===== config.mk =====
export PLATFORM = sky130hd
export DESIGN_NAME = pipelinedAlu
export DESIGN_NICKNAME = d
export VERILOG_FILES = /design/src/source/aluOpPkg.sv /design/src/source/aluFlowPkg.sv /design/src/source/aluDecode.sv /design/src/source/aluExecute.sv /design/src/source/resultQueue.sv /design/src/source/pipelinedAlu.sv
export SDC_FILE = /design/constraint.sdc
export NUM_CORES = 1
export LEC_CHECK = 0
export BUFFER_PORTS_ARGS = -buffer_cell sky130_fd_sc_hd__clkbuf_2
export CAP_MARGIN = 20
export CORE_MARGIN = 2
export CORE_UTILIZATION = 39
export CTS_BUF_LIST = sky130_fd_sc_hd__clkbuf_8
export DETAILED_ROUTE_END_ITERATION = 8
export HOLD_SLACK_MARGIN = 0.12
export SYNTH_ARGS = -nofsm -noshare
export SYNTH_HDL_FRONTEND = slang
export SYNTH_SLANG_ARGS = --single-unit

===== constraint.sdc =====
create_clock -name clk -period 5.6 [get_ports clk]
set_clock_uncertainty 0.1 [all_clocks]
set_input_delay 0.28 -clock clk [delete_from_list [all_inputs] [get_ports clk]]
set_output_delay 0.28 -clock clk [all_outputs]
set_load 0.02 [all_outputs]

===== src/source/aluOpPkg.sv =====
package aluOpPkg;

  localparam int DataWidth = 32;

  // command codes 0 to 7
  localparam int CmdWidth = 3;

  localparam logic [CmdWidth-1:0] CmdAdd  = 3'd0;
  localparam logic [CmdWidth-1:0] CmdSub  = 3'd1;
  localparam logic [CmdWidth-1:0] CmdXor  = 3'd2;
  localparam logic [CmdWidth-1:0] CmdSlt  = 3'd3;
  localparam logic [CmdWidth-1:0] CmdAnd  = 3'd4;
  localparam logic [CmdWidth-1:0] CmdNand = 3'd5;
  localparam logic [CmdWidth-1:0] CmdNor  = 3'd6;
  localparam logic [CmdWidth-1:0] CmdOr   = 3'd7;

  // which functional unit drives the result
  localparam int SelWidth = 3;

  localparam logic [SelWidth-1:0] SelAddSub = 3'd0;
  localparam logic [SelWidth-1:0] SelXor    = 3'd1;
  localparam logic [SelWidth-1:0] SelSlt    = 3'd2;
  localparam logic [SelWidth-1:0] SelAnd    = 3'd3; // and / nand
  localparam logic [SelWidth-1:0] SelOr     = 3'd4; // or / nor

endpackage


===== src/source/aluFlowPkg.sv =====
package aluFlowPkg;

  // result queue entries and the producer's starting credit count
  localparam int QueueDepth = 4;

  // slots the consumer grants after reset
  localparam int ResultCredits = 2;

  // read/write pointers carry one extra wrap bit to tell full from empty
  localparam int QueuePtrWidth = $clog2(QueueDepth) + 1;

  localparam int CreditWidth = $clog2(ResultCredits + 1);

endpackage


===== src/source/aluDecode.sv =====
`timescale 1ns/1ps

module aluDecode (
  input  logic                           clk,
  input  logic                           rstN,
  input  logic                           opValid,
  input  logic [aluOpPkg::CmdWidth-1:0]  command,
  input  logic [aluOpPkg::DataWidth-1:0] operandA,
  input  logic [aluOpPkg::DataWidth-1:0] operandB,
  output logic                           decValid,
  output logic [aluOpPkg::DataWidth-1:0] decOperandA,
  output logic [aluOpPkg::DataWidth-1:0] decOperandB,
  output logic [aluOpPkg::SelWidth-1:0]  decSelect,
  output logic                           decSubtract,
  output logic                           decInvert
);

  logic [aluOpPkg::SelWidth-1:0] selectNext;
  logic                          subtractNext;
  logic                          invertNext;

  // control table
  always_comb begin
    selectNext   = aluOpPkg::SelAddSub;
    subtractNext = 1'b0;
    invertNext   = 1'b0;
    case (command)
      aluOpPkg::CmdAdd:  selectNext = aluOpPkg::SelAddSub;
      aluOpPkg::CmdSub:  subtractNext = 1'b1;
      aluOpPkg::CmdXor:  selectNext = aluOpPkg::SelXor;
      aluOpPkg::CmdSlt: begin
        selectNext   = aluOpPkg::SelSlt;
        subtractNext = 1'b1; // slt needs a - b
      end
      aluOpPkg::CmdAnd:  selectNext = aluOpPkg::SelAnd;
      aluOpPkg::CmdNand: begin
        selectNext = aluOpPkg::SelAnd;
        invertNext = 1'b1;
      end
      aluOpPkg::CmdNor: begin
        selectNext = aluOpPkg::SelOr;
        invertNext = 1'b1;
      end
      aluOpPkg::CmdOr:   selectNext = aluOpPkg::SelOr;
    endcase
  end

  always_ff @(posedge clk or negedge rstN) begin
    if (!rstN) decValid <= 1'b0;
    else       decValid <= opValid;
  end

  // payload only loads with a valid op
  always_ff @(posedge clk) begin
    if (opValid) begin
      decOperandA <= operandA;
      decOperandB <= operandB;
      decSelect   <= selectNext;
      decSubtract <= subtractNext;
      decInvert   <= invertNext;
    end
  end

endmodule


===== src/source/aluExecute.sv =====
`timescale 1ns/1ps

module aluExecute (
  input  logic                           clk,
  input  logic                           rstN,
  input  logic                           decValid,
  input  logic [aluOpPkg::DataWidth-1:0] decOperandA,
  input  logic [aluOpPkg::DataWidth-1:0] decOperandB,
  input  logic [aluOpPkg::SelWidth-1:0]  decSelect,
  input  logic                           decSubtract,
  input  logic                           decInvert,
  output logic                           exeValid,
  output logic [aluOpPkg::DataWidth-1:0] exeResult,
  output logic                           exeCarryout,
  output logic                           exeZero,
  output logic                           exeOverflow
);

  localparam int Msb = aluOpPkg::DataWidth - 1;

  logic [aluOpPkg::DataWidth-1:0] operandBEff;
  logic [aluOpPkg::DataWidth:0]   sumFull;
  logic [aluOpPkg::DataWidth-1:0] sum;
  logic                           sumCarry;
  logic                           sumOverflow;
  logic                           sumZero;
  logic                           lessThan;

  logic [aluOpPkg::DataWidth-1:0] xorRes;
  logic [aluOpPkg::DataWidth-1:0] andRes;
  logic [aluOpPkg::DataWidth-1:0] orRes;
  logic [aluOpPkg::DataWidth-1:0] invMask;

  logic [aluOpPkg::DataWidth-1:0] resultNext;
  logic                           carryNext;
  logic                           zeroNext;
  logic                           overflowNext;

  // subtract is a + ~b + 1
  assign operandBEff = decSubtract ? ~decOperandB : decOperandB;
  assign sumFull     = {1'b0, decOperandA} + {1'b0, operandBEff}
                     + {{aluOpPkg::DataWidth{1'b0}}, decSubtract};
  assign sum         = sumFull[Msb:0];
  assign sumCarry    = sumFull[aluOpPkg::DataWidth];

  // operands agree in sign but the sum does not
  assign sumOverflow = (decOperandA[Msb] == operandBEff[Msb]) && (sum[Msb] != decOperandA[Msb]);
  assign sumZero     = (sum == '0);

  // sign of a - b, corrected when the difference overflowed
  assign lessThan = sum[Msb] ^ sumOverflow;

  assign invMask = {aluOpPkg::DataWidth{decInvert}};
  assign xorRes  = decOperandA ^ decOperandB;
  assign andRes  = (decOperandA & decOperandB) ^ invMask; // nand when inverted
  assign orRes   = (decOperandA | decOperandB) ^ invMask; // nor when inverted

  always_comb begin
    resultNext   = sum;
    carryNext    = 1'b0;
    zeroNext     = 1'b0;
    overflowNext = 1'b0;
    case (decSelect)
      aluOpPkg::SelAddSub: begin
        resultNext   = sum;
        carryNext    = sumCarry;
        zeroNext     = sumZero;
        overflowNext = sumOverflow;
      end
      aluOpPkg::SelXor: resultNext = xorRes;
      aluOpPkg::SelSlt: resultNext = {{(aluOpPkg::DataWidth-1){1'b0}}, lessThan};
      aluOpPkg::SelAnd: resultNext = andRes;
      aluOpPkg::SelOr:  resultNext = orRes;
      default:          resultNext = sum;
    endcase
  end

  always_ff @(posedge clk or negedge rstN) begin
    if (!rstN) exeValid <= 1'b0;
    else       exeValid <= decValid;
  end

  always_ff @(posedge clk) begin
    if (decValid) begin
      exeResult   <= resultNext;
      exeCarryout <= carryNext;
      exeZero     <= zeroNext;
      exeOverflow <= overflowNext;
    end
  end

endmodule


===== src/source/resultQueue.sv =====
`timescale 1ns/1ps

module resultQueue (
  input  logic                           clk,
  input  logic                           rstN,
  input  logic                           exeValid,
  input  logic [aluOpPkg::DataWidth-1:0] exeResult,
  input  logic                           exeCarryout,
  input  logic                           exeZero,
  input  logic                           exeOverflow,
  input  logic                           resCredit,
  output logic                           resValid,
  output logic [aluOpPkg::DataWidth-1:0] result,
  output logic                           carryout,
  output logic                           zero,
  output logic                           overflow,
  output logic                           opCredit
);

  localparam int IdxWidth = aluFlowPkg::QueuePtrWidth - 1;

  logic [aluOpPkg::DataWidth-1:0] resultMem [aluFlowPkg::QueueDepth];
  logic                           carryMem [aluFlowPkg::QueueDepth];
  logic                           zeroMem [aluFlowPkg::QueueDepth];
  logic                           overflowMem [aluFlowPkg::QueueDepth];

  logic [aluFlowPkg::QueuePtrWidth-1:0] wrPtr;
  logic [aluFlowPkg::QueuePtrWidth-1:0] rdPtr;
  logic [aluFlowPkg::CreditWidth-1:0]   outCredits;

  logic [IdxWidth-1:0] wrIdx;
  logic [IdxWidth-1:0] rdIdx;
  logic                notEmpty;
  logic                issue;

  assign wrIdx    = wrPtr[IdxWidth-1:0];
  assign rdIdx    = rdPtr[IdxWidth-1:0];
  assign notEmpty = (wrPtr != rdPtr);

  // head leaves only when the consumer has a free slot
  assign issue = notEmpty && (outCredits != '0);

  // input credits keep the producer within QueueDepth
  always_ff @(posedge clk) begin
    if (exeValid) begin
      resultMem[wrIdx]   <= exeResult;
      carryMem[wrIdx]    <= exeCarryout;
      zeroMem[wrIdx]     <= exeZero;
      overflowMem[wrIdx] <= exeOverflow;
    end
  end

  always_ff @(posedge clk or negedge rstN) begin
    if (!rstN) begin
      wrPtr <= '0;
      rdPtr <= '0;
    end else begin
      if (exeValid) wrPtr <= wrPtr + 1'b1;
      if (issue)    rdPtr <= rdPtr + 1'b1;
    end
  end

  // spend one on issue and get one back per resCredit pulse
  always_ff @(posedge clk or negedge rstN) begin
    if (!rstN) outCredits <= aluFlowPkg::CreditWidth'(aluFlowPkg::ResultCredits);
    else       outCredits <= outCredits + aluFlowPkg::CreditWidth'(resCredit)
                             - aluFlowPkg::CreditWidth'(issue);
  end

  always_ff @(posedge clk or negedge rstN) begin
    if (!rstN) begin
      resValid <= 1'b0;
      opCredit <= 1'b0;
    end else begin
      resValid <= issue;
      opCredit <= resValid; // slot is back in the cycle after the result left
    end
  end

  // registered head entry
  always_ff @(posedge clk) begin
    if (issue) begin
      result   <= resultMem[rdIdx];
      carryout <= carryMem[rdIdx];
      zero     <= zeroMem[rdIdx];
      overflow <= overflowMem[rdIdx];
    end
  end

endmodule


===== src/source/pipelinedAlu.sv =====
`timescale 1ns/1ps

module pipelinedAlu (
  input  logic                           clk,
  input  logic                           rstN,
  input  logic                           opValid,
  input  logic [aluOpPkg::CmdWidth-1:0]  command,
  input  logic [aluOpPkg::DataWidth-1:0] operandA,
  input  logic [aluOpPkg::DataWidth-1:0] operandB,
  output logic                           opCredit,
  output logic                           resValid,
  output logic [aluOpPkg::DataWidth-1:0] result,
  output logic                           carryout,
  output logic                           zero,
  output logic                           overflow,
  input  logic                           resCredit
);

  // decode to execute
  logic                           decValid;
  logic [aluOpPkg::DataWidth-1:0] decOperandA;
  logic [aluOpPkg::DataWidth-1:0] decOperandB;
  logic [aluOpPkg::SelWidth-1:0]  decSelect;
  logic                           decSubtract;
  logic                           decInvert;

  // execute to queue
  logic                           exeValid;
  logic [aluOpPkg::DataWidth-1:0] exeResult;
  logic                           exeCarryout;
  logic                           exeZero;
  logic                           exeOverflow;

  aluDecode u_aluDecode (
    .clk(clk), .rstN(rstN),
    .opValid(opValid), .command(command),
    .operandA(operandA), .operandB(operandB),
    .decValid(decValid), .decOperandA(decOperandA), .decOperandB(decOperandB),
    .decSelect(decSelect), .decSubtract(decSubtract), .decInvert(decInvert)
  );

  aluExecute u_aluExecute (
    .clk(clk), .rstN(rstN),
    .decValid(decValid), .decOperandA(decOperandA), .decOperandB(decOperandB),
    .decSelect(decSelect), .decSubtract(decSubtract), .decInvert(decInvert),
    .exeValid(exeValid), .exeResult(exeResult), .exeCarryout(exeCarryout),
    .exeZero(exeZero), .exeOverflow(exeOverflow)
  );

  resultQueue u_resultQueue (
    .clk(clk), .rstN(rstN),
    .exeValid(exeValid), .exeResult(exeResult), .exeCarryout(exeCarryout),
    .exeZero(exeZero), .exeOverflow(exeOverflow),
    .resCredit(resCredit),
    .resValid(resValid), .result(result),
    .carryout(carryout), .zero(zero), .overflow(overflow),
    .opCredit(opCredit)
  );

endmodule


== Word level (Yosys, flattened, before mapping) ==
Memories as Yosys holds them, arrays and structs flattened. A register that Yosys moved wholly into a read port is not among the register bits.
Index checks and enable logic that the tools add are counted.
Widths: inputs -> output; s select.

* Flip-flop bits (word level): 116
* Memory bits (writable): 140
* Input bits: 71
* Output and inout bits: 37
* Word-level logic and storage cells: 63
* Memories: 4

* Add/subtract/negate cells: 6
* Equality and inequality tests: 14
* Multiplexer cells: 7
* Bitwise gates (word level): 7
* Reduce and logical (&&, ||, !) cells: 9

{| class="wikitable"
|+ Memory list
! name !! words !! width !! read ports !! clocked after Yosys merged registers in !! write ports !! RTL line !! source
|-
| u_resultQueue.resultMem || 4 || 32 || 1 || 1 || 1 || resultQueue.sv:22 || <nowiki>logic [aluOpPkg::DataWidth-1:0] resultMem [aluFlowPkg::QueueDepth];</nowiki>
|-
| u_resultQueue.carryMem || 4 || 1 || 1 || 1 || 1 || resultQueue.sv:23 || <nowiki>logic carryMem [aluFlowPkg::QueueDepth];</nowiki>
|-
| u_resultQueue.overflowMem || 4 || 1 || 1 || 1 || 1 || resultQueue.sv:25 || <nowiki>logic overflowMem [aluFlowPkg::QueueDepth];</nowiki>
|-
| u_resultQueue.zeroMem || 4 || 1 || 1 || 1 || 1 || resultQueue.sv:24 || <nowiki>logic zeroMem [aluFlowPkg::QueueDepth];</nowiki>
|}

{| class="wikitable"
|+ Operators with widths
! cell !! count
|-
| $pmux 32 s4 || 1
|-
| $xor 32x32->32 || 3
|-
| $add 32x32->33 || 1
|-
| $add 33x1->33 || 1
|-
| $and 32x32->32 || 1
|-
| $logic_not 32->1 || 1
|-
| $mux 32 || 1
|-
| $not 32->32 || 1
|-
| $or 32x32->32 || 1
|-
| $eq 3x3->1 const B || 5
|-
| $eq 3x2->1 const B || 4
|-
| $pmux 3 s4 || 1
|-
| $reduce_or 2->1 || 4
|-
| $add 3x1->3 const B || 2
|-
| $eq 3x1->1 const B || 2
|-
| $mux 1 || 4
|-
| $logic_not 3->1 || 1
|-
| $ne 3x3->1 || 1
|-
| $add 2x1->2 || 1
|-
| $logic_and 1x1->1 || 2
|-
| $reduce_bool 2->1 || 1
|-
| $sub 2x1->2 || 1
|-
| $eq 1x1->1 || 1
|-
| $ne 1x1->1 || 1
|-
| $xor 1x1->1 || 1
|}

== Logic depth before layout (Yosys ltp) ==
Gate-level depths: netlist (run 1).

* Depth after elaboration: 8
* Gate-level depth with buffers: 15
* Mapped depth without buffers: 13

== Hierarchy ==
From an unflattened synthesis (run 1), not the netlist that was laid out.

* Cells, all modules: 1,137
* Area, all modules: 15,253.4 sq um

{| class="wikitable"
|+ Modules (own cells, without submodules)
! module !! times used !! cells each !! area an instance (sq um) !! seq. area each (sq um)
|-
| resultQueue || 1 || 261 || 6,751.5 || 5,506.5
|-
| aluExecute || 1 || 797 || 6,352.3 || 1,076.0
|-
| aluDecode || 1 || 79 || 2,149.6 || 2,097.0
|}

== Worst setup path after synthesis (run 1) ==
OpenSTA, ideal clock, no wires.

* Path kind: flip-flop to flip-flop
* Start: reg u_resultQueue.rdPtr[0] (netlist bit)
* End: reg u_resultQueue.outCredits[1] (netlist bit)
* Setup time: 0.075 ns
* Data arrival time: 3.845 ns
* Data required time: 5.425 ns
* Setup slack: 1.580 ns
* Cell stages (with the launch flop): 9
* Path buffers: 1
* Clock period less this slack: 4.020 ns
* Cell sequence: dfrtp_1 clkbuf_1 xnor2_1 a31oi_1 ha_1 inv_1 ha_1 xnor2_1 xnor2_1

* Cells in the longest elaborated chain, start to end: 3

{| class="wikitable"
|+ Ends and longest elaborated chain
! what !! RTL line !! source
|-
| start: declaration || resultQueue.sv:28 || <nowiki>logic [aluFlowPkg::QueuePtrWidth-1:0] rdPtr;</nowiki>
|-
| start signal: assignment || resultQueue.sv:59 || <nowiki>if (issue) rdPtr <= rdPtr + 1'b1;</nowiki>
|-
| $ne 3x3->1 || resultQueue.sv:38 || <nowiki>assign notEmpty = (wrPtr != rdPtr);</nowiki>
|-
| $logic_and 1x1->1 || resultQueue.sv:41 || <nowiki>assign issue = notEmpty && (outCredits != '0);</nowiki>
|-
| net u_resultQueue.issue || resultQueue.sv:34 || <nowiki>logic issue;</nowiki>
|-
| $sub 2x1->2 || resultQueue.sv:67 || <nowiki>- aluFlowPkg::CreditWidth'(issue);</nowiki>
|-
| end signal: assignment || resultQueue.sv:65 || <nowiki>if (!rstN) outCredits <= aluFlowPkg::CreditWidth'(aluFlowPkg::ResultCredits);</nowiki>
|-
| end signal: assignment || resultQueue.sv:66 || <nowiki>else outCredits <= outCredits + aluFlowPkg::CreditWidth'(resCredit)</nowiki>
|-
| end: declaration || resultQueue.sv:29 || <nowiki>logic [aluFlowPkg::CreditWidth-1:0] outCredits;</nowiki>
|}

The timed path passes the listed nets, and every way through them passes these cells.
A chain may end at the register's enable or synchronous reset.

== Final worst setup path (run 1) ==
* Start: reg u_aluDecode.decSubtract
* End: reg u_aluExecute.exeZero (data pin)

* Cells in the longest elaborated chain, start to end: 4

{| class="wikitable"
|+ Ends and longest elaborated chain
! what !! RTL line !! source
|-
| start: declaration || aluDecode.sv:14 || <nowiki>output logic decSubtract,</nowiki>
|-
| start signal: assignment || aluDecode.sv:59 || <nowiki>decSubtract <= subtractNext;</nowiki>
|-
| $mux 32 || aluExecute.sv:40 || <nowiki>assign operandBEff = decSubtract ? ~decOperandB : decOperandB;</nowiki>
|-
| $add 32x32->33 || aluExecute.sv:41 || <nowiki>assign sumFull = {1'b0, decOperandA} + {1'b0, operandBEff}</nowiki>
|-
| $add 33x1->33 (*) || aluExecute.sv:42 || <nowiki>+ {{aluOpPkg::DataWidth{1'b0}}, decSubtract};</nowiki>
|-
| $logic_not 32->1 (*) || aluExecute.sv:48 || <nowiki>assign sumZero = (sum == '0);</nowiki>
|-
| end signal: assignment || aluExecute.sv:87 || <nowiki>exeZero <= zeroNext;</nowiki>
|-
| end: declaration || aluExecute.sv:15 || <nowiki>output logic exeZero,</nowiki>
|}

Mark *: on every way between the ends. The rest lies on a longest branch, timed or not.

==> results of run 1 <==
==> timing repair <==
| action | CTS | global route |
|---|---|---|
| endpoints found under the hold margin | 83 | 0 |
| resized for setup | 0 | 0 |
| hold buffers | 73 | 0 |
==> cell type report <==
class                           instances  area share, %
Sequential cell                       291           49.0
Multi-Input combinational cell        686           32.6
Timing Repair Buffer                  198           7.92
Clock buffer                           49           3.81
Tap cell                              511           3.61
Inverter                               81           1.72
Clock inverter                         36           1.31
==> per-layer routing <==
layer | vias up | share of wire [%]
li1 | 4506 | -
met1 | 4522 | 47
met2 | 226 | 46
met3 | 68 | 4.5
met4 | 0 | 3.2
met5 | - | 0
==> metrics by stage <==
stage               util, %  hold slack (ns)  total power [uW]
floorplan                 -           -0.116              5020
global placement       42.6           0.0965              5760
detailed placement     42.6            0.101              5800
CTS                    47.0            0.214              7650
global route           47.0            0.243              7990
finish                 47.0            0.267              7540
==> placed cells by master (no fill, tap or decap), types with 9 or more instances in the layout <==
| master | n |
|---|---|
| xor2_1 | 81 |
| a31oi_1 | 9 |
| dfrtp_1 | 10 |
| buf_4 | 18 |
| a22oi_1 | 17 |
| edfxtp_1 | 279 |
| xnor2_1 | 57 |
| a21o_1 | 9 |
| inv_1 | 90 |
| o21a_1 | 11 |
| dlygate4sd3_1 | 73 |
| o211ai_1 | 13 |
| clkbuf_2 | 106 |
| mux4_2 | 35 |
| o21ai_0 | 48 |
| clkbuf_8 | 49 |
| ha_1 | 106 |
| o22ai_1 | 16 |
| nand2_1 | 62 |
| nor2_1 | 45 |
| nor3_1 | 17 |
| a21oi_1 | 46 |
| clkinv_1 | 12 |
==> power by group <==
part	internal, uW	switching [uW]
Clock	918	866
Sequential	3100	212
Combinational	969	1480
==> critical path, delay by kind of cell, from the launching register on <==
| family | cells | cell delay [ns] |
|---|---|---|
| and+or+nand+nor | 5 | 1.21 |
| AOI/OAI and AO/OA | 2 | 0.89 |
| DFF | 1 | 0.88 |
| buffers and inverters | 1 | 0.47 |
| adders and majority gates | 1 | 0.43 |
| xor gates and xnor gates | 2 | 0.34 |
==> registers in the layout, summed over array words and instances (netlist names), 2 cells and up <==
signal                     count
u_resultQueue.carryMem         4
u_resultQueue.wrPtr            3
u_aluDecode.decOperandB       32
u_resultQueue.outCredits       2
u_resultQueue.zeroMem          4
u_aluDecode.decSelect          3
u_aluExecute.exeResult        32
u_resultQueue.result          32
u_resultQueue.rdPtr            3
u_resultQueue.resultMem      128
u_resultQueue.overflowMem      4
u_aluDecode.decOperandA       32
==> synth_stat cells (3+ instances only) <==
cell | instances | area share, %
o31ai_1 | 3 | 0.15
a22o_1 | 3 | 0.18
and3_1 | 3 | 0.13
nor2_1 | 45 | 1.1
a31oi_1 | 10 | 0.42
o41ai_1 | 3 | 0.18
clkbuf_1 | 32 | 0.80
a22oi_1 | 17 | 0.85
a21oi_1 | 46 | 1.5
a21o_1 | 9 | 0.45
inv_1 | 80 | 2.0
mux2_2 | 5 | 0.38
and2_1 | 8 | 0.33
nor4_1 | 3 | 0.13
edfxtp_1 | 279 | 56
mux4_2 | 35 | 5.3
o211ai_1 | 13 | 0.65
ha_1 | 106 | 8.9
o21bai_1 | 3 | 0.15
nor3_1 | 17 | 0.57
xor2_1 | 81 | 4.7
nand2_1 | 62 | 1.6
nand3_1 | 6 | 0.20
a221oi_1 | 3 | 0.18
nand4_1 | 7 | 0.29
a221o_1 | 3 | 0.20
buf_1 | 17 | 0.43
o21ai_0 | 48 | 1.6
nor2b_1 | 7 | 0.29
mux2i_1 | 8 | 0.54
dfrtp_1 | 11 | 1.8
or2_2 | 3 | 0.13
o22ai_1 | 16 | 0.67
o21a_1 | 11 | 0.55
xnor2_1 | 57 | 3.3
buf_2 | 3 | 0.10
nand2b_1 | 4 | 0.17
==> cells by family (layout without fill, tap and decap cells) <==
group                    Yosys count  in the layout  share of synthesized area, %
XOR/XNOR                         138            138                          8.09
AND/OR/NAND/NOR                  174            174                          5.51
adder cells (fa/ha/maj)          107            107                          9.01
AO/OA/AOI/OAI                    218            218                          9.58
flip-flops                       291            291                          58.1
multiplexers                      49             49                          6.28
buffers and inverters            135            364                          3.43
==> how the worst max path moves through the flow <==
stage / start / end / slack, ns / cells after the start
6_report: u_aluDecode.decSubtract / u_aluExecute.exeZero / 1.12 / 11
5_1_grt: u_aluDecode.decSubtract / u_aluExecute.exeZero / 0.82 / 13
2_1_floorplan: u_resultQueue.rdPtr[0] / u_resultQueue.outCredits[1] / 1.58 / 8
3_3_place_gp: u_aluDecode.decSubtract / u_aluExecute.exeZero / 1.22 / 13
3_5_place_dp: u_aluDecode.decSubtract / u_aluExecute.exeZero / 1.14 / 13
4_1_cts: u_aluDecode.decSubtract / u_aluExecute.exeZero / 1.11 / 11
==> summary.md, run 1 <==
| Metric | Value |
|---|---|
| Inserted Diodes | `0` |
| Rel. slew slack | `27.1%` |
| Hold path cells | `2` |
| Largest net degree at the start of global routing | `71` |
| Worst Hold End | `u_aluDecode.decOperandB[21]` |
| Layout cells sized above 1 | `18.3%` |
| Worst-path cell chain | `buf_4 -> xor2_1 -> ha_1 -> nand2_1 -> or3_1 -> o41ai_1 -> a41oi_1 -> xnor2_1 -> nor3_1 -> nor4bb_1 -> and4_1` |
| Routability cong. | `0.885` |
| Met3 Use GR | `3.02%` |
| Setup ws final | `1.12 ns` |
| Req. time, crit path | `5.98 ns` |
| Arrival time worst endpoint | `4.87 ns` |
| Mapped cell area | `0.0149 sq mm` |
| Core Rows | `71` |
| Clk_lat worst skew | `0.62 ns` |
| GR Util met2 | `28.0%` |
| CP max FO | `18` |
| Post-route cell area | `0.0177 sq mm` |
| Yosys Warn Count | `0` |
| Fin Setup TNS | `0 ns` |
| Dpl cells | `1694` |
| Iter 0 DRT Violations | `535` |
| Num CTS Buffers | `49` |
| Clock Tree Root | `clkbuf_8` |
| CTS sink cnt | `291` |
| Fill count | `3460` |
| Global-route wire length before repair | `53200 um` |
| Dpl hpwl | `23300 um` |
| Top Usage Layer GRT | `met2` |
| Flop2flop setup slack | `1.12 ns` |
| DRT Pass-1 Iters | `5` |
| Synth Flop Type | `edfxtp_1` |
| Final wirelength | `34600 um` |
| FF-to-FF Start | `u_aluDecode.decSubtract` |
| Peak per-stage delay on the critical path | `0.88 ns` |
| Die X | `200 um` |
| Max-slew violations | `0` |
| Mapped Avg Cell Area | `13.4 sq um` |
| Final hold vios | `0` |
| GRT Residual Overflow | `0` |
| Static Leak | `0.00690 uW` |
| Hold_sp | `operandB[21]` |
| Synthesized instance count | `1112` |
| Full die area | `0.0399 sq mm` |
| Tmin final | `4.48 ns` |
| Post-Place Cell Area | `0.0161 sq mm` |
| Number of synthesized flops with an enable pin | `279` |
| Layout area overhead | `18.5%` |
| DR vias/cell | `5.03` |
| Slowest cell on the critical path | `edfxtp_1` |
| GR Util All Layers | `17.8%` |
| Type of origin of the critical path | `flip-flop` |
| ANT nets after route | `0` |
| Area occupied by multi-input gates | `0.00577 sq mm` |
| R2R cell count | `11` |
| CTS tree | `yes` |
| DR DRC count | `0` |
| Starting Density | `39.7%` |
| Final-stage net count | `1485` |
| Clock slew at reported path FFs | `0.06 ns` |
| RSZ-0062 raised after global routing | `no` |
| Async SR Flop Fraction | `4.12%` |
| Max-Cap Viols | `0` |
| Final worst-path cycle share | `80.1%` |
| FMAX | `223 MHz` |
| Via count | `9322` |
| Post-Syn Nets | `1290` |
| Drt wl/cell | `18.7 um` |
| #FFs+latches synth | `291` |
| Post-synth cell types | `71` |
| Setup Buffers After CTS | `0` |
| Sequential element share of the synthesized area | `58.1%` |
| Worst-Margin Slew | `1.09 ns` |
| Reg-to-reg endpoint | `u_aluExecute.exeZero` |
| Critical path type | `flip-flop to flip-flop` |
| H-tree Lvls | `2` |
| Status | `complete, no violations` |
| Initial antenna violation count | `1` |
| Number of global-route vias before repair | `9285` |
| Core Area | `0.0377 sq mm` |
| Clock Tree Buf Depth | `3` |
| Finished Layout Cells | `1852` |
| I/O pin cnt | `108` |
| Dpl ws | `1.14 ns` |
| HP Class | `primary input to flip-flop` |
| Die Span Y | `200 um` |
| Peak VDD IR | `0.258 mV` |
| M1 GR Usage | `24.4%` |
| Crit. End Element | `flip-flop` |
| Register area | `0.00868 sq mm` |
| Port Buf Inserts | `107` |
| Pwr dens | `426 mW/mm^2` |
| Final setup fails | `0` |
No activity file was read; power rests on OpenSTA's default activity.
==> inputs of run 2 (changes only) <==
--- a/config.mk
+++ b/config.mk
@@ -5,6 +5,7 @@
 export SDC_FILE = /design/constraint.sdc
 export NUM_CORES = 1
 export LEC_CHECK = 0
+export ABC_AREA = 1
 export BUFFER_PORTS_ARGS = -buffer_cell sky130_fd_sc_hd__clkbuf_2
 export CAP_MARGIN = 20
 export CORE_MARGIN = 2
==> constraint.sdc (replaced) <==
create_clock -name clk -period 4.4 [get_ports clk]
set_clock_uncertainty 0.1 [all_clocks]
set_input_delay 0.22 -clock clk [delete_from_list [all_inputs] [get_ports clk]]
set_output_delay 0.22 -clock clk [all_outputs]
set_load 0.02 [all_outputs]
==> summary.md, run 2 <==
| Metric | Value |
|---|---|
| Synth Area in Simple Gates | `18.0% (+12 points)` |
| Routability cong. | `0.956 (+8.0%)` |
| Max-slew violations | `0 (unchanged)` |
| Dpl cells | `2103 (+24%)` |
| GRT Residual Overflow | `0 (unchanged)` |
| DRT Pass-1 Iters | `4 (-1)` |
| Clk_lat worst skew | `0.63 ns (about the same)` |
| Clock Tree Buf Depth | `3 (unchanged)` |
| Inserted Diodes | `0 (unchanged)` |
| Drt wl/cell | `16.2 um (-13%)` |
| Post-synthesis xor/xnor area fraction | `3.00% (-5.1 points)` |
| Async SR Flop Fraction | `4.12% (unchanged)` |
| Tmin final | `3.13 ns (-1.35 ns)` |
| H-tree Lvls | `2 (unchanged)` |
| Pwr dens | `535 mW/mm^2 (+26%)` |
| Arrival time worst endpoint | `3.43 ns (-1.44 ns)` |
| Register area | `0.00868 sq mm (unchanged)` |
| Synth top area cells | `edfxtp_1 (55%), ha_1 (8.7%), nand2_1 (8.3%)` |
| Post-synthesis mux area share | `0% (-6.3 points)` |
| CP max FO | `32 (+14)` |
| Max reg flops | `128 (unchanged)` |
| Compound-Gate Fraction of Synth Area | `7.21% (-2.4 points)` |
| FMAX | `319 MHz (+43%)` |
| Die Span Y | `201 um (+0.74%)` |
| Static Leak | `0.00770 uW (+12%)` |
| Die X | `201 um (+0.74%)` |
| Number of global-route vias before repair | `10761 (+16%)` |
| Most frequent cell after synthesis | `nand2_1` |
| Crit. End Element | `flip-flop` |
| Port Buf Inserts | `107 (unchanged)` |
| Full die area | `0.0405 sq mm (+1.5%)` |
| HP Class | `primary input to flip-flop` |
| Layout cells sized above 1 | `14.2% (-4.1 points)` |
| Starting Density | `39.3% (-0.33 points)` |
| DR DRC count | `0 (unchanged)` |
| Most frequent cells in the layout | `nand2_1 (333), edfxtp_1 (279), inv_1 (176)` |
| Fin Setup TNS | `0 ns (unchanged)` |
| DR vias/cell | `4.75 (-5.7%)` |
| ANT nets after route | `0 (unchanged)` |
| Via count | `10746 (+15%)` |
| I/O pin cnt | `108 (unchanged)` |
| GR Util met2 | `30.0% (+2.1 points)` |
| Synth top area share | `55.2% (-0.83 points)` |
| Core Rows | `72 (+1.4%)` |
| Main combinational cell family by area after synthesis | `simple AND/OR/NAND/NOR gates` |
| Iter 0 DRT Violations | `621 (+16%)` |
| Num CTS Buffers | `48 (-2.0%)` |
| Sequential element share of the synthesized area | `57.2% (-0.86 points)` |
| Adder-Cell Fraction of Synth Area | `8.88% (-0.13 points)` |
| Peak VDD IR | `0.394 mV (+53%)` |
| Synth Flop Type | `edfxtp_1` |
| Fill count | `3699 (+6.9%)` |
| Biggest register | `u_resultQueue.resultMem` |
| Leading cell type in the layout, fill and taps excluded | `nand2_1` |
| Synth top cells by count | `nand2_1 (334), edfxtp_1 (279), inv_1 (173), nor2_1 (135), o21ai_0 (114)` |
| Critical path type | `flip-flop to flip-flop` |
| Post-cts sizing count | `0 (unchanged)` |
| Initial antenna violation count | `0 (-1)` |
| Final core occ | `46.4% (-0.54 points)` |
| Layout area overhead | `18.1%` |
| Post-synth cell types | `41 (-42%)` |
| Largest net degree at the start of global routing | `73 (+2.8%)` |
| Final wirelength | `36700 um (+6.1%)` |
| Cell accounting for the most synthesized area | `edfxtp_1` |
| Post-Syn Nets | `1688 (+31%)` |
| Status | `complete, no violations` |
| Mapped cell area | `0.0152 sq mm (+1.5%)` |
| Number of synthesized flops with an enable pin | `279 (unchanged)` |
| CTS tree | `yes` |
| M1 GR Usage | `24.9% (+0.53 points)` |
| Final worst-path cycle share | `71.2% (-8.9 points)` |
| Req. time, crit path | `4.69 ns (-1.29 ns)` |
| Rel. slew slack | `38.8% (+12 points)` |
| Synthesized instance count | `1510 (+36%)` |
| Final setup fails | `0 (unchanged)` |
| Top Usage Layer GRT | `met2` |
| Setup Buffers After CTS | `0 (unchanged)` |
| Area occupied by multi-input gates | `0.00563 sq mm (-2.3%)` |
| Clock slew at reported path FFs | `0.07 ns (about the same)` |
| Mapped Avg Cell Area | `10.0 sq um (-25%)` |
| GR Util All Layers | `18.4% (+0.68 points)` |
| Clock Tree Root | `clkbuf_8` |
| Core Area | `0.0386 sq mm (+2.4%)` |
| Final-stage net count | `1886 (+27%)` |
| Met3 Use GR | `3.84% (+0.82 points)` |
| Worst-Margin Slew | `0.917 ns (-0.177 ns)` |
| Dpl hpwl | `25800 um (+11%)` |
| Global-route wire length before repair | `58400 um (+9.8%)` |
| CTS sink cnt | `291 (unchanged)` |
| Yosys Warn Count | `0 (unchanged)` |
| Finished Layout Cells | `2264 (+22%)` |
| Max-Cap Viols | `0 (unchanged)` |
| RSZ-0062 raised after global routing | `no` |
| Final hold vios | `0 (unchanged)` |
| Type of origin of the critical path | `flip-flop` |
| #FFs+latches synth | `291 (unchanged)` |
run 2: critical path: stages (launching register included):
cell      delay (ns)
edfxtp_1        0.33
buf_4           0.44
xor2_1          0.14
ha_1            0.39
a21oi_1         0.22
o21ai_0         0.16
inv_1           0.08
nand2_1         0.07
a21oi_1         0.43
nand3_1         0.17
nand2_1         0.15
nor2_1          0.06
nand3_1         0.09
nor2_1          0.04
run 2: layout make-up:
cell class                      instances  area share (%)
Sequential cell                       291            48.5
Multi-Input combinational cell        993            31.4
Timing Repair Buffer                  195            7.70
Clock buffer                           49            3.77
Inverter                              179            3.75
Tap cell                              518            3.62
Clock inverter                         39            1.24
run 2: repair_timing:
item,in CTS,in global routing
setup endpoints to repair,0,0
hold buffers,73,0
endpoints found under the hold margin,110,0
run 2: stage by stage:
step                      cell area [sq um]  worst slack, ns  hold WS [ns]  power (uW)
after floorplan                       15200             1.90        -0.176        6290
after CTS                             17900             1.25         0.154        9710
final                                 17900             1.27         0.206        9570
after detailed placement              16300             1.26        0.0284        7370
after global routing                  17900            0.953         0.171       10200
after global placement                16300             1.32        0.0283        7320
run 2: final timing paths:
path	startpoint	to	slack [ns]	cells after the start
max	u_aluDecode.decSubtract	u_aluExecute.exeZero	1.27	13
min	operandB[1]	u_aluDecode.decOperandB[1]	0.21	2
max reg2reg	u_aluDecode.decSubtract	u_aluExecute.exeZero	1.27	13
min reg2reg	u_resultQueue.resValid	u_resultQueue.opCredit	0.29	0
max in group asynchronous	rstN	u_resultQueue.rdPtr[0]	2.71	4
min in group asynchronous	rstN	u_resultQueue.outCredits[1]	0.54	3
run 2: power by group:
group / switching (uW) / internal (uW)
combinational: 2140 / 952
sequential: 271 / 3960
clock: 1090 / 1160
total: 3510 / 6070
run 2: layer usage:
layer	vias up	share of wire, %	routed length (um)
met5	-	0	0
met2	199	46	16800
met3	55	4.3	1570
met4	0	2.4	896
met1	5006	47	17400
li1	5486	-	-
run 2: cells by family (layout without fill, tap and decap cells):
kind of cell             after synthesis  after routing
flip-flops                           291            291
adder cells (fa/ha/maj)              107            107
buffers and inverters                226            462
XOR/XNOR                              52             52
AO/OA/AOI/OAI                        196            196
AND/OR/NAND/NOR                      638            638
==> inputs of run 3 (changes only) <==
==> constraint.sdc (replaced) <==
create_clock -name clk -period 2.5 [get_ports clk]
set_clock_uncertainty 0.1 [all_clocks]
set_input_delay 0.125 -clock clk [delete_from_list [all_inputs] [get_ports clk]]
set_output_delay 0.125 -clock clk [all_outputs]
set_load 0.02 [all_outputs]
==> summary.md, run 3 (same netlist as run 2, synthesis figures left out) <==
| Metric | Value |
|---|---|
| Finished Layout Cells | `2461 (+8.7%)` |
| DR DRC count | `0 (unchanged)` |
| Worst path top cell family by delay | `simple AND/OR/NAND/NOR gates` |
| Final setup fails | `25 (+25)` |
| H-tree Lvls | `2 (unchanged)` |
| Via count | `11661 (+8.5%)` |
| DR vias/cell | `4.74 (-0.17%)` |
| Final hold slack | `0.198 ns (-0.00742 ns)` |
| Number of global-route vias before repair | `11741 (+9.1%)` |
| Leading cell type in the layout, fill and taps excluded | `edfxtp_1` |
| Peak VDD IR | `0.594 mV (+51%)` |
| Slowest cell on the critical path | `edfxtp_1` |
| Starting Density | `39.3% (unchanged)` |
| Fin Setup TNS | `-4.43 ns (-4.43 ns)` |
| Final worst-path cycle share | `114% (+43 points)` |
| Inserted Diodes | `0 (unchanged)` |
| Rel. slew slack | `60.1% (+21 points)` |
| Final core occ | `53.2% (+6.8 points)` |
| Global-route wire length before repair | `60900 um (+4.4%)` |
| Routability cong. | `0.956 (about the same)` |
| FMAX | `351 MHz (+10%)` |
| Core Rows | `72 (unchanged)` |
| Status | `finished with violations` |
| Buf/Inv on CP | `4 (+2)` |
| CP max FO | `4 (-88%)` |
| Largest net degree at the start of global routing | `63 (-14%)` |
| Crit. End Element | `flip-flop` |
| Failing checks | `negative setup slack` |
| Core Area | `0.0386 sq mm (unchanged)` |
| Full die area | `0.0405 sq mm (unchanged)` |
| RSZ-0062 raised after global routing | `yes` |
| Layout cells sized above 1 | `27.6% (+13 points)` |
| Worst-path cell chain | `buf_6 -> buf_6 -> xor2_1 -> ha_1 -> nand2_2 -> inv_2 -> nand2_4 -> nand3_4 -> buf_4 -> nand2_2 -> nand4_1 -> nand2_1 -> nand3_2 -> nor2_1 -> nand3_1 -> nor2_1` |
| Peak per-stage delay on the critical path | `0.44 ns (about the same)` |
| Num CTS Buffers | `49 (+2.1%)` |
| CTS tree | `yes` |
| Port Buf Inserts | `107 (unchanged)` |
| Tmin final | `2.85 ns (-0.284 ns)` |
| ANT nets after route | `0 (unchanged)` |
| Max reg flops | `128 (unchanged)` |
| Type of origin of the critical path | `flip-flop` |
| Max-slew violations | `0 (unchanged)` |
| Die Span Y | `201 um (unchanged)` |
| Static Leak | `0.00894 uW (+16%)` |
| Critical path type | `flip-flop to flip-flop` |
| Drt wl/cell | `15.6 um (-3.7%)` |
| HP Class | `primary input to flip-flop` |
| GR Util All Layers | `19.1% (+0.69 points)` |
| CTS sink cnt | `291 (unchanged)` |
| Clock Tree Root | `clkbuf_8` |
| Final wirelength | `38400 um (+4.7%)` |
| Die X | `201 um (unchanged)` |
| Layout area overhead | `35.3%` |
| Clock slew at reported path FFs | `0.06 ns (about the same)` |
| Max-Cap Viols | `0 (unchanged)` |
| GRT Residual Overflow | `0 (unchanged)` |
| DRT Pass-1 Iters | `5 (+1)` |
| Arrival time worst endpoint | `3.23 ns (-0.20 ns)` |
| Dpl hpwl | `26900 um (+4.2%)` |
| Req. time, crit path | `2.88 ns (-1.81 ns)` |
| Initial antenna violation count | `0 (unchanged)` |
| Final-stage net count | `2083 (+10%)` |
| Pwr dens | `881 mW/mm^2 (+65%)` |
| I/O pin cnt | `108 (unchanged)` |
| Setup ws final | `-0.349 ns (-1.62 ns)` |
| Worst-Margin Slew | `0.599 ns (-0.318 ns)` |
| Final hold vios | `0 (unchanged)` |
| Iter 0 DRT Violations | `593 (-4.5%)` |
| Clk_lat worst skew | `0.62 ns (about the same)` |
| Dpl cells | `2220 (+5.6%)` |
| Clock Tree Buf Depth | `3 (unchanged)` |
| Most frequent cells in the layout | `edfxtp_1 (279), nand2_1 (273), inv_1 (182)` |
| Biggest register | `u_resultQueue.resultMem` |
[run 3: final timing paths]
path	from	depth (start not counted)	slack, ns	end
min in group asynchronous	rstN	3	0.49	u_resultQueue.wrPtr[0]
setup / recovery	u_aluDecode.decSubtract	16	-0.35	u_aluExecute.exeZero
max in group asynchronous	rstN	3	1.39	u_resultQueue.rdPtr[0]
hold reg to reg	u_resultQueue.resValid	0	0.28	u_resultQueue.opCredit
setup reg to reg	u_aluDecode.decSubtract	16	-0.35	u_aluExecute.exeZero
hold / removal	resCredit	3	0.20	u_resultQueue.outCredits[0]
[run 3: tightest hold or removal path: stages]
cell and delay (ns):
dlygate4sd3_1 0.52, clkbuf_2 0.10, ha_1 0.12
[run 3: final cells by class]
class                      count  area (sq um)
sequential                   291          8680
clock buffer                  49           674
timing repair buffer         391          3110
multi-input combinational    993          6520
fill                        3500         18000
inverter                     179           676
tap                          518           648
clock inverter                40           210
[run 3: repair_timing]
| action | in CTS | in global routing |
|---|---|---|
| buffers inserted | 6 | 13 |
| hold endpoints to repair | 106 | 0 |
| pin swaps | 6 | 29 |
| setup endpoints to repair | 30 | 31 |
| resized for setup | 94 | 130 |
| hold buffers | 136 | 0 |
[run 3: per-stage QoR]
stage	setup slack [ns]	area [sq um]	total power [uW]
finish	-0.349	20500	18100
global route	-0.547	20500	19300
CTS	-0.342	19900	17900
detailed placement	-0.562	17200	13600
global placement	-0.568	17200	13500
floorplan	0.0109	15200	11100
[run 3: per-layer routing]
layer	part of all wire [%]	global-route usage, %
met5	0	0
met4	2.8	6.46
met3	4.0	3.09
met2	48	32.5
met1	45	24.9
[run 3: power breakdown]
| group | leakage, uW | internal (uW) | total, uW | switching, uW |
|---|---|---|---|---|
| registers | 0.00279 | 6960 | 7420 | 467 |
| logic | 0.00564 | 2560 | 6840 | 4290 |
| clock network | 0.000518 | 1940 | 3810 | 1880 |
| total | 0.00894 | 11500 | 18100 | 6630 |
